## src/design/axi_defines.svh

```systemverilog
`ifndef AXI_DEFINES_SVH
`define AXI_DEFINES_SVH

// bus widths
`define AXI_DATA_WIDTH   64
`define AXI_ADDR_WIDTH   64
`define AXI_ID_WIDTH     4
`define AXI_LEN_WIDTH    8
`define AXI_SIZE_WIDTH   3
`define AXI_STRB_WIDTH   8
`define AXI_RESP_WIDTH   2
`define AXI_BURST_WIDTH  2

// byte offset inside one data word
`define AXI_OFFSET_WIDTH 3

// core side size code, 0:1B 1:2B 2:4B 3:8B
`define CPU_SIZE_WIDTH   2

// burst and response codes
`define AXI_BURST_INCR   2'b01
`define AXI_RESP_OKAY    2'b00
`define AXI_RESP_SLVERR  2'b10

`endif
```

## src/design/axi_bridge_pkg.sv

```systemverilog
`include "axi_defines.svh"

package axi_bridge_pkg;

	// read address channel
	typedef struct packed {
		logic [`AXI_ID_WIDTH-1:0]    id;
		logic [`AXI_ADDR_WIDTH-1:0]  addr;
		logic [`AXI_LEN_WIDTH-1:0]   len;
		logic [`AXI_SIZE_WIDTH-1:0]  size;
		logic [`AXI_BURST_WIDTH-1:0] burst;
	} ar_chan_t;

	typedef ar_chan_t aw_chan_t; // write address, same layout as AR

	typedef struct packed {
		logic [`AXI_ID_WIDTH-1:0]   id;
		logic [`AXI_DATA_WIDTH-1:0] data;
		logic [`AXI_RESP_WIDTH-1:0] resp;
		logic                       last;
	} r_chan_t;

	typedef struct packed {
		logic [`AXI_DATA_WIDTH-1:0] data;
		logic [`AXI_STRB_WIDTH-1:0] strb;
		logic                       last;
	} w_chan_t;

	typedef struct packed {
		logic [`AXI_ID_WIDTH-1:0]   id;
		logic [`AXI_RESP_WIDTH-1:0] resp;
	} b_chan_t;

	// core side read request and returned beat
	typedef struct packed {
		logic [`AXI_ID_WIDTH-1:0]   id;
		logic [`AXI_ADDR_WIDTH-1:0] addr;
		logic [`AXI_LEN_WIDTH-1:0]  len;
		logic [`CPU_SIZE_WIDTH-1:0] size;
	} cpu_rd_req_t;

	typedef struct packed {
		logic [`AXI_DATA_WIDTH-1:0] data;
		logic [`AXI_RESP_WIDTH-1:0] resp;
		logic                       last;
	} cpu_rd_rsp_t;

	// write data sits in the low bytes, unaligned
	typedef struct packed {
		logic [`AXI_ID_WIDTH-1:0]   id;
		logic [`AXI_ADDR_WIDTH-1:0] addr;
		logic [`CPU_SIZE_WIDTH-1:0] size;
		logic [`AXI_DATA_WIDTH-1:0] data;
	} cpu_wr_req_t;

	typedef struct packed {
		logic [`AXI_RESP_WIDTH-1:0] resp;
	} cpu_wr_rsp_t;

endpackage

```

## src/design/axi_bridge_top.sv

```systemverilog
module axi_bridge_top (
	input  logic                        clk,
	input  logic                        reset_n,
	// core read port
	input  logic                        rd_req_valid_i,
	input  axi_bridge_pkg::cpu_rd_req_t rd_req_i,
	output logic                        rd_req_ready_o,
	output logic                        rd_rsp_valid_o,
	output axi_bridge_pkg::cpu_rd_rsp_t rd_rsp_o,
	// core write port
	input  logic                        wr_req_valid_i,
	input  axi_bridge_pkg::cpu_wr_req_t wr_req_i,
	output logic                        wr_req_ready_o,
	output logic                        wr_done_o,
	output axi_bridge_pkg::cpu_wr_rsp_t wr_rsp_o,
	// AXI master port
	output logic                        axi_ar_valid_o,
	output axi_bridge_pkg::ar_chan_t    axi_ar_o,
	input  logic                        axi_ar_ready_i,
	input  logic                        axi_r_valid_i,
	input  axi_bridge_pkg::r_chan_t     axi_r_i,
	output logic                        axi_r_ready_o,
	output logic                        axi_aw_valid_o,
	output axi_bridge_pkg::aw_chan_t    axi_aw_o,
	input  logic                        axi_aw_ready_i,
	output logic                        axi_w_valid_o,
	output axi_bridge_pkg::w_chan_t     axi_w_o,
	input  logic                        axi_w_ready_i,
	input  logic                        axi_b_valid_i,
	input  axi_bridge_pkg::b_chan_t     axi_b_i,
	output logic                        axi_b_ready_o
);

	// read side, AR and R channels
	axi_rd_master u_rd (
		.clk         (clk),
		.reset_n     (reset_n),
		.req_valid_i (rd_req_valid_i),
		.req_i       (rd_req_i),
		.req_ready_o (rd_req_ready_o),
		.rsp_valid_o (rd_rsp_valid_o),
		.rsp_o       (rd_rsp_o),
		.ar_valid_o  (axi_ar_valid_o),
		.ar_o        (axi_ar_o),
		.ar_ready_i  (axi_ar_ready_i),
		.r_valid_i   (axi_r_valid_i),
		.r_i         (axi_r_i),
		.r_ready_o   (axi_r_ready_o)
	);

	// write side, AW W and B channels
	axi_wr_master u_wr (
		.clk         (clk),
		.reset_n     (reset_n),
		.req_valid_i (wr_req_valid_i),
		.req_i       (wr_req_i),
		.req_ready_o (wr_req_ready_o),
		.done_o      (wr_done_o),
		.rsp_o       (wr_rsp_o),
		.aw_valid_o  (axi_aw_valid_o),
		.aw_o        (axi_aw_o),
		.aw_ready_i  (axi_aw_ready_i),
		.w_valid_o   (axi_w_valid_o),
		.w_o         (axi_w_o),
		.w_ready_i   (axi_w_ready_i),
		.b_valid_i   (axi_b_valid_i),
		.b_i         (axi_b_i),
		.b_ready_o   (axi_b_ready_o)
	);

endmodule

```

## src/design/axi_wr_master.sv

```systemverilog
`include "axi_defines.svh"

module axi_wr_master (
	input  logic                        clk,
	input  logic                        reset_n,
	input  logic                        req_valid_i,
	input  axi_bridge_pkg::cpu_wr_req_t req_i,
	output logic                        req_ready_o,
	output logic                        done_o,
	output axi_bridge_pkg::cpu_wr_rsp_t rsp_o,
	output logic                        aw_valid_o,
	output axi_bridge_pkg::aw_chan_t    aw_o,
	input  logic                        aw_ready_i,
	output logic                        w_valid_o,
	output axi_bridge_pkg::w_chan_t     w_o,
	input  logic                        w_ready_i,
	input  logic                        b_valid_i,
	input  axi_bridge_pkg::b_chan_t     b_i,
	output logic                        b_ready_o
);

	typedef enum logic [1:0] {
		IDLE,
		SEND,
		RESP
	} state_t;

	state_t                       state;
	state_t                       state_nxt;
	logic                         aw_done;  // AW already transferred
	logic                         w_done;   // W already transferred
	logic                         both_done;
	logic [`AXI_OFFSET_WIDTH-1:0] offset;
	logic [`AXI_STRB_WIDTH-1:0]   strb_base;
	logic                         req_hs;
	logic                         aw_hs;
	logic                         w_hs;
	logic                         b_hs;

	assign req_ready_o = (state == IDLE);
	assign aw_valid_o  = (state == SEND) && !aw_done;
	assign w_valid_o   = (state == SEND) && !w_done;
	assign b_ready_o   = (state == RESP);

	assign req_hs = req_valid_i & req_ready_o;
	assign aw_hs  = aw_valid_o & aw_ready_i;
	assign w_hs   = w_valid_o & w_ready_i;
	assign b_hs   = b_valid_i & b_ready_o;

	// AW and W may finish in either order or together
	assign both_done = (aw_done | aw_hs) & (w_done | w_hs);

	always_ff @(posedge clk) begin
		if (!reset_n) begin
			state <= IDLE;
		end else begin
			state <= state_nxt;
		end
	end

	always_comb begin
		state_nxt = state;
		case (state)
			IDLE: begin
				if (req_hs)
					state_nxt = SEND;
			end
			SEND: begin
				if (both_done)
					state_nxt = RESP;
			end
			RESP: begin
				if (b_hs)
					state_nxt = IDLE;
			end
			default: state_nxt = IDLE;
		endcase
	end

	always_ff @(posedge clk) begin
		if (!reset_n) begin
			aw_done <= 1'b0;
			w_done  <= 1'b0;
		end else if (req_hs) begin
			aw_done <= 1'b0;
			w_done  <= 1'b0;
		end else begin
			aw_done <= aw_done | aw_hs;
			w_done  <= w_done | w_hs;
		end
	end

	assign offset = req_i.addr[`AXI_OFFSET_WIDTH-1:0];

	always_comb begin
		case (req_i.size)
			2'd0:    strb_base = 8'h01;
			2'd1:    strb_base = 8'h03;
			2'd2:    strb_base = 8'h0f;
			default: strb_base = 8'hff;
		endcase
	end

	// single aligned beat, data moved onto its byte lanes
	always_ff @(posedge clk) begin
		if (req_hs) begin
			aw_o.id    <= req_i.id;
			aw_o.addr  <= {req_i.addr[`AXI_ADDR_WIDTH-1:`AXI_OFFSET_WIDTH],
				{`AXI_OFFSET_WIDTH{1'b0}}};
			aw_o.len   <= '0;
			aw_o.size  <= `AXI_SIZE_WIDTH'(req_i.size);
			aw_o.burst <= `AXI_BURST_INCR;
			w_o.data   <= req_i.data << {offset, 3'b000};
			w_o.strb   <= strb_base << offset;
			w_o.last   <= 1'b1;
		end
	end

	always_ff @(posedge clk) begin
		if (!reset_n) begin
			done_o <= 1'b0;
		end else begin
			done_o <= b_hs;
		end
	end

	always_ff @(posedge clk) begin
		if (b_hs)
			rsp_o.resp <= b_i.resp;
	end

endmodule

```

## src/design/axi_rd_master.sv

```systemverilog
`include "axi_defines.svh"

module axi_rd_master (
	input  logic                        clk,
	input  logic                        reset_n,
	input  logic                        req_valid_i,
	input  axi_bridge_pkg::cpu_rd_req_t req_i,
	output logic                        req_ready_o,
	output logic                        rsp_valid_o,
	output axi_bridge_pkg::cpu_rd_rsp_t rsp_o,
	output logic                        ar_valid_o,
	output axi_bridge_pkg::ar_chan_t    ar_o,
	input  logic                        ar_ready_i,
	input  logic                        r_valid_i,
	input  axi_bridge_pkg::r_chan_t     r_i,
	output logic                        r_ready_o
);

	typedef enum logic [1:0] {
		IDLE,
		ADDR,
		DATA
	} state_t;

	state_t                      state;
	state_t                      state_nxt;
	axi_bridge_pkg::cpu_rd_req_t req_q;     // held for the whole burst
	logic [`AXI_OFFSET_WIDTH-1:0] offset;
	logic [`AXI_DATA_WIDTH-1:0]  base_mask;
	logic [`AXI_DATA_WIDTH-1:0]  lane_mask;
	logic                        req_hs;
	logic                        ar_hs;
	logic                        r_hs;

	assign req_ready_o = (state == IDLE);
	assign ar_valid_o  = (state == ADDR);
	assign r_ready_o   = (state == DATA);

	assign req_hs = req_valid_i & req_ready_o;
	assign ar_hs  = ar_valid_o & ar_ready_i;
	assign r_hs   = r_valid_i & r_ready_o;

	// AR payload straight from the latched request, stable while valid
	assign ar_o.id    = req_q.id;
	assign ar_o.addr  = {req_q.addr[`AXI_ADDR_WIDTH-1:`AXI_OFFSET_WIDTH],
		{`AXI_OFFSET_WIDTH{1'b0}}}; // aligned down to the word
	assign ar_o.len   = req_q.len;
	assign ar_o.size  = `AXI_SIZE_WIDTH'(req_q.size); // size code maps 1:1
	assign ar_o.burst = `AXI_BURST_INCR;

	always_ff @(posedge clk) begin
		if (!reset_n) begin
			state <= IDLE;
		end else begin
			state <= state_nxt;
		end
	end

	always_comb begin
		state_nxt = state;
		case (state)
			IDLE: begin
				if (req_hs)
					state_nxt = ADDR;
			end
			ADDR: begin
				if (ar_hs)
					state_nxt = DATA;
			end
			DATA: begin
				if (r_hs && r_i.last)
					state_nxt = IDLE;
			end
			default: state_nxt = IDLE;
		endcase
	end

	always_ff @(posedge clk) begin
		if (req_hs)
			req_q <= req_i;
	end

	// lane mask, requested width moved up by the byte offset
	assign offset = req_q.addr[`AXI_OFFSET_WIDTH-1:0];

	always_comb begin
		case (req_q.size)
			2'd0:    base_mask = 64'h0000_0000_0000_00ff;
			2'd1:    base_mask = 64'h0000_0000_0000_ffff;
			2'd2:    base_mask = 64'h0000_0000_ffff_ffff;
			default: base_mask = 64'hffff_ffff_ffff_ffff;
		endcase
		lane_mask = base_mask << {offset, 3'b000};
	end

	always_ff @(posedge clk) begin
		if (!reset_n) begin
			rsp_valid_o <= 1'b0;
		end else begin
			rsp_valid_o <= r_hs; // one pulse per beat
		end
	end

	always_ff @(posedge clk) begin
		if (r_hs) begin
			rsp_o.data <= r_i.data & lane_mask;
			rsp_o.resp <= r_i.resp;
			rsp_o.last <= r_i.last;
		end
	end

endmodule

```

## config.mk

```make
export PLATFORM = sky130hd
export DESIGN_NAME = axi_bridge_top
export DESIGN_NICKNAME = d
export VERILOG_FILES = /design/src/design/axi_bridge_pkg.sv /design/src/design/axi_bridge_top.sv /design/src/design/axi_wr_master.sv /design/src/design/axi_rd_master.sv
export VERILOG_INCLUDE_DIRS = /design/src /design/src/design
export SDC_FILE = /design/constraint.sdc
export NUM_CORES = 1
export LEC_CHECK = 0
export BUFFER_PORTS_ARGS = -buffer_cell sky130_fd_sc_hd__buf_2
export CAP_MARGIN = 30
export CORE_AREA = 2 2 235 237
export DETAILED_ROUTE_END_ITERATION = 12
export DIE_AREA = 0 0 237 239
export GPL_ROUTABILITY_DRIVEN = 1
export PLACE_DENSITY = 0.44
export SLEW_MARGIN = 20
export SYNTH_ARGS = -nofsm -noshare
export SYNTH_HDL_FRONTEND = slang
export SYNTH_SLANG_ARGS = --single-unit
```

## constraint.sdc

```tcl
create_clock -name clk -period 7.4 [get_ports clk]
set_input_delay 1.11 -clock clk [delete_from_list [all_inputs] [get_ports clk]]
set_output_delay 1.11 -clock clk [all_outputs]
set_load 0.005 [all_outputs]
```

==> flow_metrics.py, run 1 <==
metrics = {
    "synth": {
        "synth_mux_area_share_pct": 5.74,
        "synth_compound_area_share_pct": 5.93,
        "syn_inst": 698,
        "synth_top_family_by_area": "simple AND/OR/NAND/NOR gates",
        "yosys.area.top_type_share_pct": 74.7,
        "netlist_area_um2": 11500,
        "synth_cell_type_count": 39,
        "synth-xor-area-share_pct": 0,
        "yosys-top-cells-area": "edfxtp_1 75%, mux2_2 3.8%, and2_1 3.3%",
        "synth-simple-area-share_pct": 9.01,
        "synth_top_cell_by_area": "edfxtp_1",
        "synthAdderAreaFrac_pct": 0,
        "ys_seq_elements": 294,
        "ys_warn_count": 0,
        "seq_area_frac_synth_pct": 76.1,
        "synth.avg_cell_area_um2": 16.5,
    },
    "routing": {
        "first_iter_violations": 363,
        "drc_errors": 0,
        "vias": 8352,
        "wirelength_mm": 43.6,
        "wire_per_inst_um": 21.5,
        "ant_nets": 0,
        "vias_per_cell": 4.11,
        "dr.pass1.iters": 4,
    },
    "cts": {
        "htreeDepth": 2,
        "ctsResizeCount": 0,
        "cts_buffers": 37,
        "cts-root-buf": "clkbuf_16",
        "clock_path_buffers": 3,
        "clkTransAtPathRegs_ns": 0.05,
        "cts_setup_buffers": 0,
        "tritoncts": "done",
        "ctsHoldBuffers": 0,
        "cts.sinks": 294,
        "worstSkewPairLatency_ns": 0.55,
    },
    "global_routing": {
        "grt_pass1_vias": 8455,
        "top_usage_layer": "met2",
        "track_usage_pct": 14.7,
        "grt_use_met3_pct": 7.74,
        "met1_usage_pct": 14.4,
        "grt_pass1_wl_mm": 59.3,
        "grt_antenna_before_repair": 27,
        "gr-total-overflow": 0,
        "globalRouteMet2Util_pct": 26.6,
        "grt_max_degree": 95,
    },
    "layout": {
        "fin_nets": 1590,
        "layout-drive-gt1-share_pct": 52.8,
        "fillCellCount": 5600,
        "area_delta_synth_final_pct": 41.9,
    },
    "sta": {
        "fin_crit_sh_pct": 40.4,
        "fin_crit_ns": 2.99,
        "max_slew.worst_pin.slew_ns": 0.984,
        "fmax_mhz": 334,
        "holdWs_ns": 0.488,
        "rsz0062_at_grt": "no",
        "hold_viol": 0,
        "fin_tns_setup_ns": 0,
        "drv_slew": 0,
        "slew_headroom_pct": 34.3,
        "finClkSkew_ns": 0.0169,
        "setup_viol": 0,
    },
    "floorplanning": {
        "core_area_um2": 54300,
        "fp.dieW_um": 237,
        "pin_count": 611,
        "floorplan.rows": 86,
        "die_h_um": 239,
        "start_util_pct": 21.1,
        "die-area_um2": 56600,
    },
    "setup_path": {
        "required_ns": 7.69,
        "path_max_fanout": 48,
        "crit_arrival_ns": 3.28,
        "r2r_cells": 3,
        "crit_type": "input port to register",
        "worstSetupStartpointType": "input port",
        "cp-end-kind": "register",
    },
    "min_path": {
        "hold_depth": 1,
        "worstHoldPathType": "register to register",
    },
    "run_status": {
        "status": "finished clean",
    },
    "place": {
        "io_buffers": 581,
        "dp_hpwl_mm": 33.6,
        "finalWeightedCongestion": 0.826,
    },
    "job": {
        "max-cap-violations": 0,
    },
    "power_and_ir_drop": {
        "ir_drop_mv": 0.118,
        "p_leak_nw": 6.79,
        "power_density_nw_per_um2": 258,
    },
}
[cell families (layout without fill, tap and decap cells)]
logic type	count (synthesis)	in the layout
buf+inv	56	660
other cells	2	28
mux	61	61
simple gates	187	187
flops	294	294
compound gates	98	98
[cell usage in the layout (no fill, tap or decap), drive strengths merged, types with 13 or more instances in the layout]
master / instances
and3: 18
mux2i: 22
a22oi: 15
o21ai: 23
edfxtp: 286
buf: 589
nor2: 41
conb: 21
clkbuf: 41
clkinv: 20
nand2b: 13
nand2: 13
and2: 61
mux2: 39
nor3: 15
[metal layers]
layer  share of wire [%]  wire length [µm]
met3                  12              5180
met5                0.46               200
met2                  52             22500
met1                  34             14700
met4                 2.5              1080
[registers in the layout, summed over array words and instances (netlist names)]
signal,cells
u_wr.rsp_o,2
u_wr.aw_done,1
u_wr.w_done,1
u_rd.rsp_valid_o,1
u_wr.aw_o,67
u_wr.state,2
u_rd.rsp_o,67
u_rd.state,2
u_rd.offset,3
u_rd.ar_o,75
u_wr.w_o,72
u_wr.done_o,1
[synthesized netlist by cell type]
| cell type | instances |
|---|---|
| o211ai_1 | 1 |
| or2_2 | 1 |
| buf_1 | 2 |
| a21o_1 | 1 |
| a222oi_1 | 2 |
| buf_4 | 25 |
| o21a_1 | 2 |
| nor3_1 | 15 |
| buf_2 | 14 |
| nand2_1 | 13 |
| a211oi_1 | 11 |
| inv_1 | 3 |
| buf_6 | 5 |
| mux2_2 | 39 |
| o21ai_0 | 23 |
| and3b_1 | 6 |
| or2_1 | 1 |
| edfxtp_1 | 286 |
| o221ai_1 | 2 |
| a31o_2 | 6 |
| clkbuf_1 | 7 |
| and3_1 | 18 |
| dfxtp_1 | 8 |
| a21oi_1 | 8 |
| a221oi_2 | 1 |
| nor2b_1 | 12 |
| nand2b_1 | 13 |
| nor2_2 | 2 |
| o2bb2ai_1 | 7 |
| a2111oi_0 | 1 |
| conb_1 | 2 |
| a22oi_1 | 15 |
| or2_0 | 6 |
| a221o_1 | 1 |
| and2_1 | 61 |
| nor2_1 | 39 |
| mux2i_1 | 22 |
| a21boi_0 | 8 |
| o22ai_1 | 9 |
[per-stage QoR]
step	cells	power [mW]	util (%)	instance area, µm²	setup slack (ns)
after floorplan	717	2.20	-	11600	2.60
after global placement	1957	2.44	27.8	15100	3.81
after detailed placement	1957	2.44	27.8	15100	3.85
after CTS	2025	4.29	30.0	16300	4.42
after global routing	2028	4.39	30.0	16300	4.32
final	2032	4.20	30.0	16300	4.41
[critical path, cell delays in order]
cell    delay, ns
buf_2        0.68
or2_1        0.68
buf_4        0.35
nor2_2       0.16
and2_1       0.27
[where the power goes]
| group | total (mW) | switching (mW) | internal, mW |
|---|---|---|---|
| sequential | 1.99 | 0.0367 | 1.95 |
| clock | 1.80 | 0.737 | 1.06 |
| combinational | 0.410 | 0.230 | 0.180 |
| total | 4.20 | 1.00 | 3.20 |
[final timing paths]
check | startpoint | endpoint | slack, ns
setup / recovery | wr_req_i[67] | u_wr.w_o[16] | 4.41
hold / removal | u_rd.state[1] | u_rd.state[0] | 0.49
setup reg to reg | u_wr.state[0] | u_wr.aw_o[63] | 5.31
hold reg to reg | u_rd.state[1] | u_rd.state[0] | 0.49
[final cells by class]
type | count | area [µm²] | area share, %
sequential | 294 | 8750 | 53.6
timing repair buffer | 589 | 2980 | 18.3
multi-input combinational | 367 | 2460 | 15.1
clock buffer | 41 | 941 | 5.77
tap | 704 | 881 | 5.40
clock inverter | 27 | 264 | 1.62
antenna | 7 | 17.5 | 0.107
inverter | 3 | 11.3 | 0.0691
(Power assumes the default switching activity.)
==> inputs of run 2 (changes only) <==
--- a/config.mk
+++ b/config.mk
@@ -8,11 +8,11 @@
 export LEC_CHECK = 0
 export BUFFER_PORTS_ARGS = -buffer_cell sky130_fd_sc_hd__buf_2
 export CAP_MARGIN = 30
-export CORE_AREA = 2 2 235 237
+export CORE_AREA = 2 2 238 240
 export DETAILED_ROUTE_END_ITERATION = 12
-export DIE_AREA = 0 0 237 239
+export DIE_AREA = 0 0 240 242
 export GPL_ROUTABILITY_DRIVEN = 1
-export PLACE_DENSITY = 0.44
+export PLACE_DENSITY = 0.43
 export SLEW_MARGIN = 20
 export SYNTH_ARGS = -nofsm -noshare
 export SYNTH_HDL_FRONTEND = slang
==> constraint.sdc (replaced) <==
create_clock -name clk -period 2.82 [get_ports clk]
set_input_delay 0.423 -clock clk [delete_from_list [all_inputs] [get_ports clk]]
set_output_delay 0.423 -clock clk [all_outputs]
set_load 0.005 [all_outputs]
==> run 2 against run 1 <==
  * First-iteration DRC count rose by 3.3%
  * Hold slack got worse by 0.43 ns
  * Sequential power rose to 2.6 times the previous value
  * Critical path depth fell by 2
  * Wire length fell by 3.8%
  * Total power rose to 2.6 times the previous value
  * Combinational power rose to 2.7 times the previous value
  * Cell area rose by 1.1%
  * Via count rose by 0.68%
  * Count of clock-buffer cells in the layout rose by 7
  * Clock skew rose by 0.0010 ns
  * Flip-flop and latch count did not move
==> flow_metrics.py, run 2 (synthesis gave the netlist of run 1 again) <==
metrics = {
    "floorplanning": {
        "start_util_pct": 20.6,
        "die-area_um2": 58100,
        "fp.dieW_um": 240,
        "pin_count": 611,
        "floorplan.rows": 87,
        "core_area_um2": 55700,
        "die_h_um": 242,
    },
    "layout": {
        "largest_reg_flops": 75,
        "fin_cells": 2089,
        "stdcell_area_um2": 16500,
        "layout-drive-gt1-share_pct": 52.8,
        "finish.utilization_pct": 29.6,
        "final_cell_mix": "581 x buf_2, 286 x edfxtp_1, 58 x and2_1",
        "layout_commonest_cell": "buf_2",
        "fin_nets": 1598,
        "area_delta_synth_final_pct": 43.5,
    },
    "cts": {
        "cts.sinks": 294,
        "htreeDepth": 2,
        "worstSkewPairLatency_ns": 0.54,
        "tritoncts": "done",
        "clock_path_buffers": 3,
        "ctsHoldBuffers": 0,
        "cts_setup_buffers": 0,
        "cts_buffers": 38,
        "clkTransAtPathRegs_ns": 0.06,
        "ctsResizeCount": 0,
        "cts-root-buf": "clkbuf_16",
    },
    "sta": {
        "finClkSkew_ns": 0.0179,
        "setup_viol": 0,
        "slew_headroom_pct": 47.1,
        "fin_crit_ns": 1.91,
        "hold_viol": 0,
        "rsz0062_at_grt": "no",
        "fin_crit_sh_pct": 67.8,
        "drv_slew": 0,
        "fmax_mhz": 523,
        "holdWs_ns": 0.0530,
        "max_slew.worst_pin.slew_ns": 0.787,
        "fin_tns_setup_ns": 0,
    },
    "routing": {
        "wire_per_inst_um": 20.1,
        "vias_per_cell": 4.03,
        "ant_nets": 0,
        "wirelength_mm": 41.9,
        "dr.pass1.iters": 4,
        "drc_errors": 0,
        "first_iter_violations": 375,
        "vias": 8409,
    },
    "setup_path": {
        "cpPeakStageDelay_ns": 0.58,
        "crit_chain": "nor2b_1 -> and2_2 -> buf_12",
        "worstSetupStartpointType": "register",
        "r2r-start": "u_rd.state[1]",
        "r2r_cells": 3,
        "crit_type": "register to register",
        "crit_cells": 3,
        "endpoint": "u_rd.rsp_o[25]",
        "required_ns": 3.02,
        "worst-path-buf-inv": 1,
        "path_max_fanout": 46,
        "worstSetupStartpoint": "u_rd.state[1]",
        "cp-end-kind": "register",
        "crit_family": "simple AND/OR/NAND/NOR gates",
        "crit_arrival_ns": 2.12,
        "r2r_slack_ns": 0.91,
        "r2r-end": "u_rd.rsp_o[25]",
        "cpMaxStageDelayCell": "and2_2",
    },
    "global_routing": {
        "track_usage_pct": 13.7,
        "grt_pass1_wl_mm": 58.1,
        "grt_pass1_vias": 8538,
        "grt_max_degree": 75,
        "gr-total-overflow": 0,
        "grt_antenna_before_repair": 22,
    },
    "place": {
        "io_buffers": 581,
        "dp_cells": 2016,
        "placed_cell_area_um2": 15300,
        "finalWeightedCongestion": 0.778,
        "dp_hpwl_mm": 32.5,
    },
    "power_and_ir_drop": {
        "p_leak_nw": 6.84,
        "power_density_nw_per_um2": 673,
        "ir_drop_mv": 0.328,
    },
    "job": {
        "max-cap-violations": 0,
    },
    "min_path": {
        "worstHoldPathType": "input port to register",
    },
    "run_status": {
        "status": "finished clean",
    },
}
-- run 2: worst register-to-register path: cells and delay by family, from the launching register on --
kind	cells	cell delay [ns]
buffers and inverters	1	0.34
DFF	1	0.36
and+or+nand+nor	2	0.84
-- run 2: how the worst min path moves through the flow --
| stage | end | start | depth (start not counted) |
|---|---|---|---|
| after detailed placement | u_rd.state[0] | u_rd.state[1] | 1 |
| after global placement | u_rd.state[0] | u_rd.state[1] | 1 |
| final | u_wr.aw_o[41] | wr_req_i[94] | 1 |
| after floorplan | u_rd.state[0] | u_rd.state[1] | 1 |
| after CTS | u_wr.aw_o[75] | wr_req_i[128] | 1 |
| after global routing | u_wr.aw_o[19] | wr_req_i[72] | 1 |
-- run 2: layout make-up --
class / count / area (µm²)
multi-input combinational: 367 / 2460
timing repair buffer: 596 / 3100
clock buffer: 48 / 1010
tap: 756 / 946
sequential: 294 / 8750
antenna: 4 / 10.0
clock inverter: 21 / 205
inverter: 3 / 11.3
fill: 5774 / 39200
-- run 2: per-stage QoR --
step	worst slack (ns)	power [mW]
final	0.909	11.1
after floorplan	0.0449	5.77
after global placement	0.830	6.41
after CTS	0.891	11.3
after global routing	0.760	11.6
after detailed placement	0.825	6.41
-- run 2: per-layer routing --
layer	GRT usage (%)	share of wire, %	up-vias
li1	-	-	3835
met1	13.9	34	3999
met2	24.5	50	454
met3	6.77	12	97
met4	4.33	3.0	24
met5	0	0.39	-
-- run 2: power breakdown --
group | switching [mW] | leakage, nW | internal (mW)
combinational | 0.603 | 3.45 | 0.491
clock | 1.90 | 0.591 | 2.90
sequential | 0.0856 | 2.80 | 5.13
==> inputs of run 3 (changes only) <==
--- a/config.mk
+++ b/config.mk
@@ -8,11 +8,11 @@
 export LEC_CHECK = 0
 export BUFFER_PORTS_ARGS = -buffer_cell sky130_fd_sc_hd__buf_2
 export CAP_MARGIN = 30
-export CORE_AREA = 2 2 238 240
+export CORE_AREA = 2 2 235 237
 export DETAILED_ROUTE_END_ITERATION = 12
-export DIE_AREA = 0 0 240 242
+export DIE_AREA = 0 0 237 239
 export GPL_ROUTABILITY_DRIVEN = 1
-export PLACE_DENSITY = 0.43
+export PLACE_DENSITY = 0.45
 export SLEW_MARGIN = 20
 export SYNTH_ARGS = -nofsm -noshare
 export SYNTH_HDL_FRONTEND = slang
==> constraint.sdc (replaced) <==
create_clock -name clk -period 1.6 [get_ports clk]
set_input_delay 0.24 -clock clk [delete_from_list [all_inputs] [get_ports clk]]
set_output_delay 0.24 -clock clk [all_outputs]
set_load 0.005 [all_outputs]
==> run 3 against run 2 <==
  * Sequential share of layout area is 6.9 points lower
  * Highest routed layer unchanged
  * Critical path type unchanged
  * Critical path depth up 2
  * Clock power is 72% higher
==> flow_metrics.py, run 3 (synthesis gave the netlist of run 1 again) <==
metrics = {
    "layout": {
        "fin_nets": 1856,
        "final_cell_mix": "579 x buf_2, 286 x edfxtp_1, 217 x dlygate4sd3_1",
        "fin_cells": 2291,
        "fillCellCount": 5427,
        "area_delta_synth_final_pct": 65.2,
        "largest_reg_flops": 75,
        "layout-drive-gt1-share_pct": 47.6,
        "ff_latch_area_um2": 8750,
        "multiInputGateArea_um2": 2500,
        "layout_commonest_cell": "buf_2",
    },
    "setup_path": {
        "required_ns": 1.88,
        "cp-end-kind": "register",
        "crit_type": "register to register",
        "worstSetupStartpointType": "register",
        "crit_arrival_ns": 1.81,
        "path_max_fanout": 8,
    },
    "power_and_ir_drop": {
        "p_total_mw": 20.0,
        "pwr-share-seq_pct": 46.0,
        "switching_share_pct": 23.5,
        "intPower_mw": 15.3,
        "power_density_nw_per_um2": 1050,
        "p_leak_nw": 7.97,
        "clockPowerShare_pct": 41.3,
        "p_switching_mw": 4.69,
        "ir_drop_mv": 0.641,
        "pwr-share-comb_pct": 12.8,
    },
    "cts": {
        "clkTransAtPathRegs_ns": 0.06,
        "htreeDepth": 2,
        "cts.sinks": 294,
        "cts_buffers": 37,
        "worstSkewPairLatency_ns": 0.54,
        "cts-root-buf": "clkbuf_16",
        "tritoncts": "done",
        "clock_path_buffers": 3,
    },
    "routing": {
        "wire_per_inst_um": 19.7,
        "vias": 9346,
        "vias_per_cell": 4.08,
        "drc_errors": 0,
        "wirelength_mm": 45.1,
        "first_iter_violations": 436,
        "ant_nets": 0,
        "dr.pass1.iters": 5,
    },
    "global_routing": {
        "grt_max_degree": 56,
        "grt_antenna_before_repair": 6,
        "grt_pass1_wl_mm": 62.7,
        "grt_pass1_vias": 9788,
        "gr-total-overflow": 0,
        "track_usage_pct": 15.1,
    },
    "sta": {
        "finClkSkew_ns": 0.0129,
        "max_slew.worst_pin.slew_ns": 0.588,
        "fin_crit_sh_pct": 95.1,
        "drv_slew": 0,
        "fin_crit_ns": 1.52,
        "fmax_mhz": 657,
        "rsz0062_at_grt": "no",
        "holdWs_ns": 0.0389,
        "slew_headroom_pct": 60.8,
        "hold_viol": 0,
        "setup_ws_ns": 0.0784,
        "setup_viol": 0,
        "fin_tns_setup_ns": 0,
    },
    "floorplanning": {
        "die_h_um": 239,
        "pin_count": 611,
        "fp.dieW_um": 237,
        "floorplan.rows": 86,
        "core_area_um2": 54300,
        "start_util_pct": 21.1,
        "die-area_um2": 56600,
    },
    "min_path": {
        "worstHoldPathType": "input port to register",
    },
    "place": {
        "dp_hpwl_mm": 33.9,
        "dp_cells": 1997,
        "finalWeightedCongestion": 0.822,
        "io_buffers": 581,
        "pre_cts_slack_ns": -0.0446,
    },
    "run_status": {
        "status": "finished clean",
    },
    "job": {
        "max-cap-violations": 0,
    },
}
[run 3: cell types whose count changed in the layout (fill, tap and decap cells not counted), sizes merged]
cell and delta:
clkbuf -1, diode -3, clkinvlp -1, buf +42
dlygate4sd3 +217
[run 3: per-layer routing]
| layer | vias to the layer above | GRT usage (%) | part of all wire [%] |
|---|---|---|---|
| met5 | - | 0 | 0.12 |
| met4 | 8 | 5.31 | 3.0 |
| met3 | 63 | 6.59 | 10 |
| li1 | 4337 | - | - |
| met2 | 430 | 27.6 | 52 |
| met1 | 4508 | 15.3 | 35 |
[run 3: area by class of cell]
class | instances | share of cell area (%)
clock buffer | 47 | 5.08
inverter | 3 | 0.0593
sequential | 294 | 46.1
antenna | 1 | 0.0132
tap | 704 | 4.64
timing repair buffer | 855 | 29.7
clock inverter | 20 | 1.19
multi-input combinational | 367 | 13.2
[run 3: critical path: stages (launching register included)]
cell and delay [ns]:
edfxtp_1 0.50, buf_4 0.21, nor3_1 0.18, a221oi_2 0.06, buf_4 0.16, and2_1 0.17
[run 3: worst paths after layout]
kind                     to  cells after the start  slack (ns)      startpoint
max reg2reg  u_rd.rsp_o[47]                      5        0.08  u_rd.offset[2]
min          u_rd.rsp_o[47]                      2        0.04     axi_r_i[47]
min reg2reg     u_wr.w_done                      2        0.49     u_wr.w_done
max          u_rd.rsp_o[47]                      5        0.08  u_rd.offset[2]
[run 3: what timing repair did]
item | CTS | global route
hold buffers | 217 | 0
endpoints found under the setup margin | 22 | 26
buffers inserted | 0 | 9
endpoints found under the hold margin | 218 | 0
resized for setup | 11 | 4
[run 3: power by group through the flow]
stage / clock [mW] / sequential (mW) / combinational [mW]
global route: 8.86 / 9.22 / 2.78
finish: 8.25 / 9.18 / 2.55
global placement: 0 / 9.34 / 2.08
CTS: 8.61 / 9.20 / 2.55
detailed placement: 0 / 9.35 / 2.09
floorplan: 0 / 9.38 / 0.779
[run 3: through the flow]
stage                     utilization [%]  instance area, µm²
after detailed placement             28.5               15500
after global placement               28.5               15500
final                                34.9               19000
after global routing                 34.9               19000
after CTS                            34.8               18900
after floorplan                         -               11600
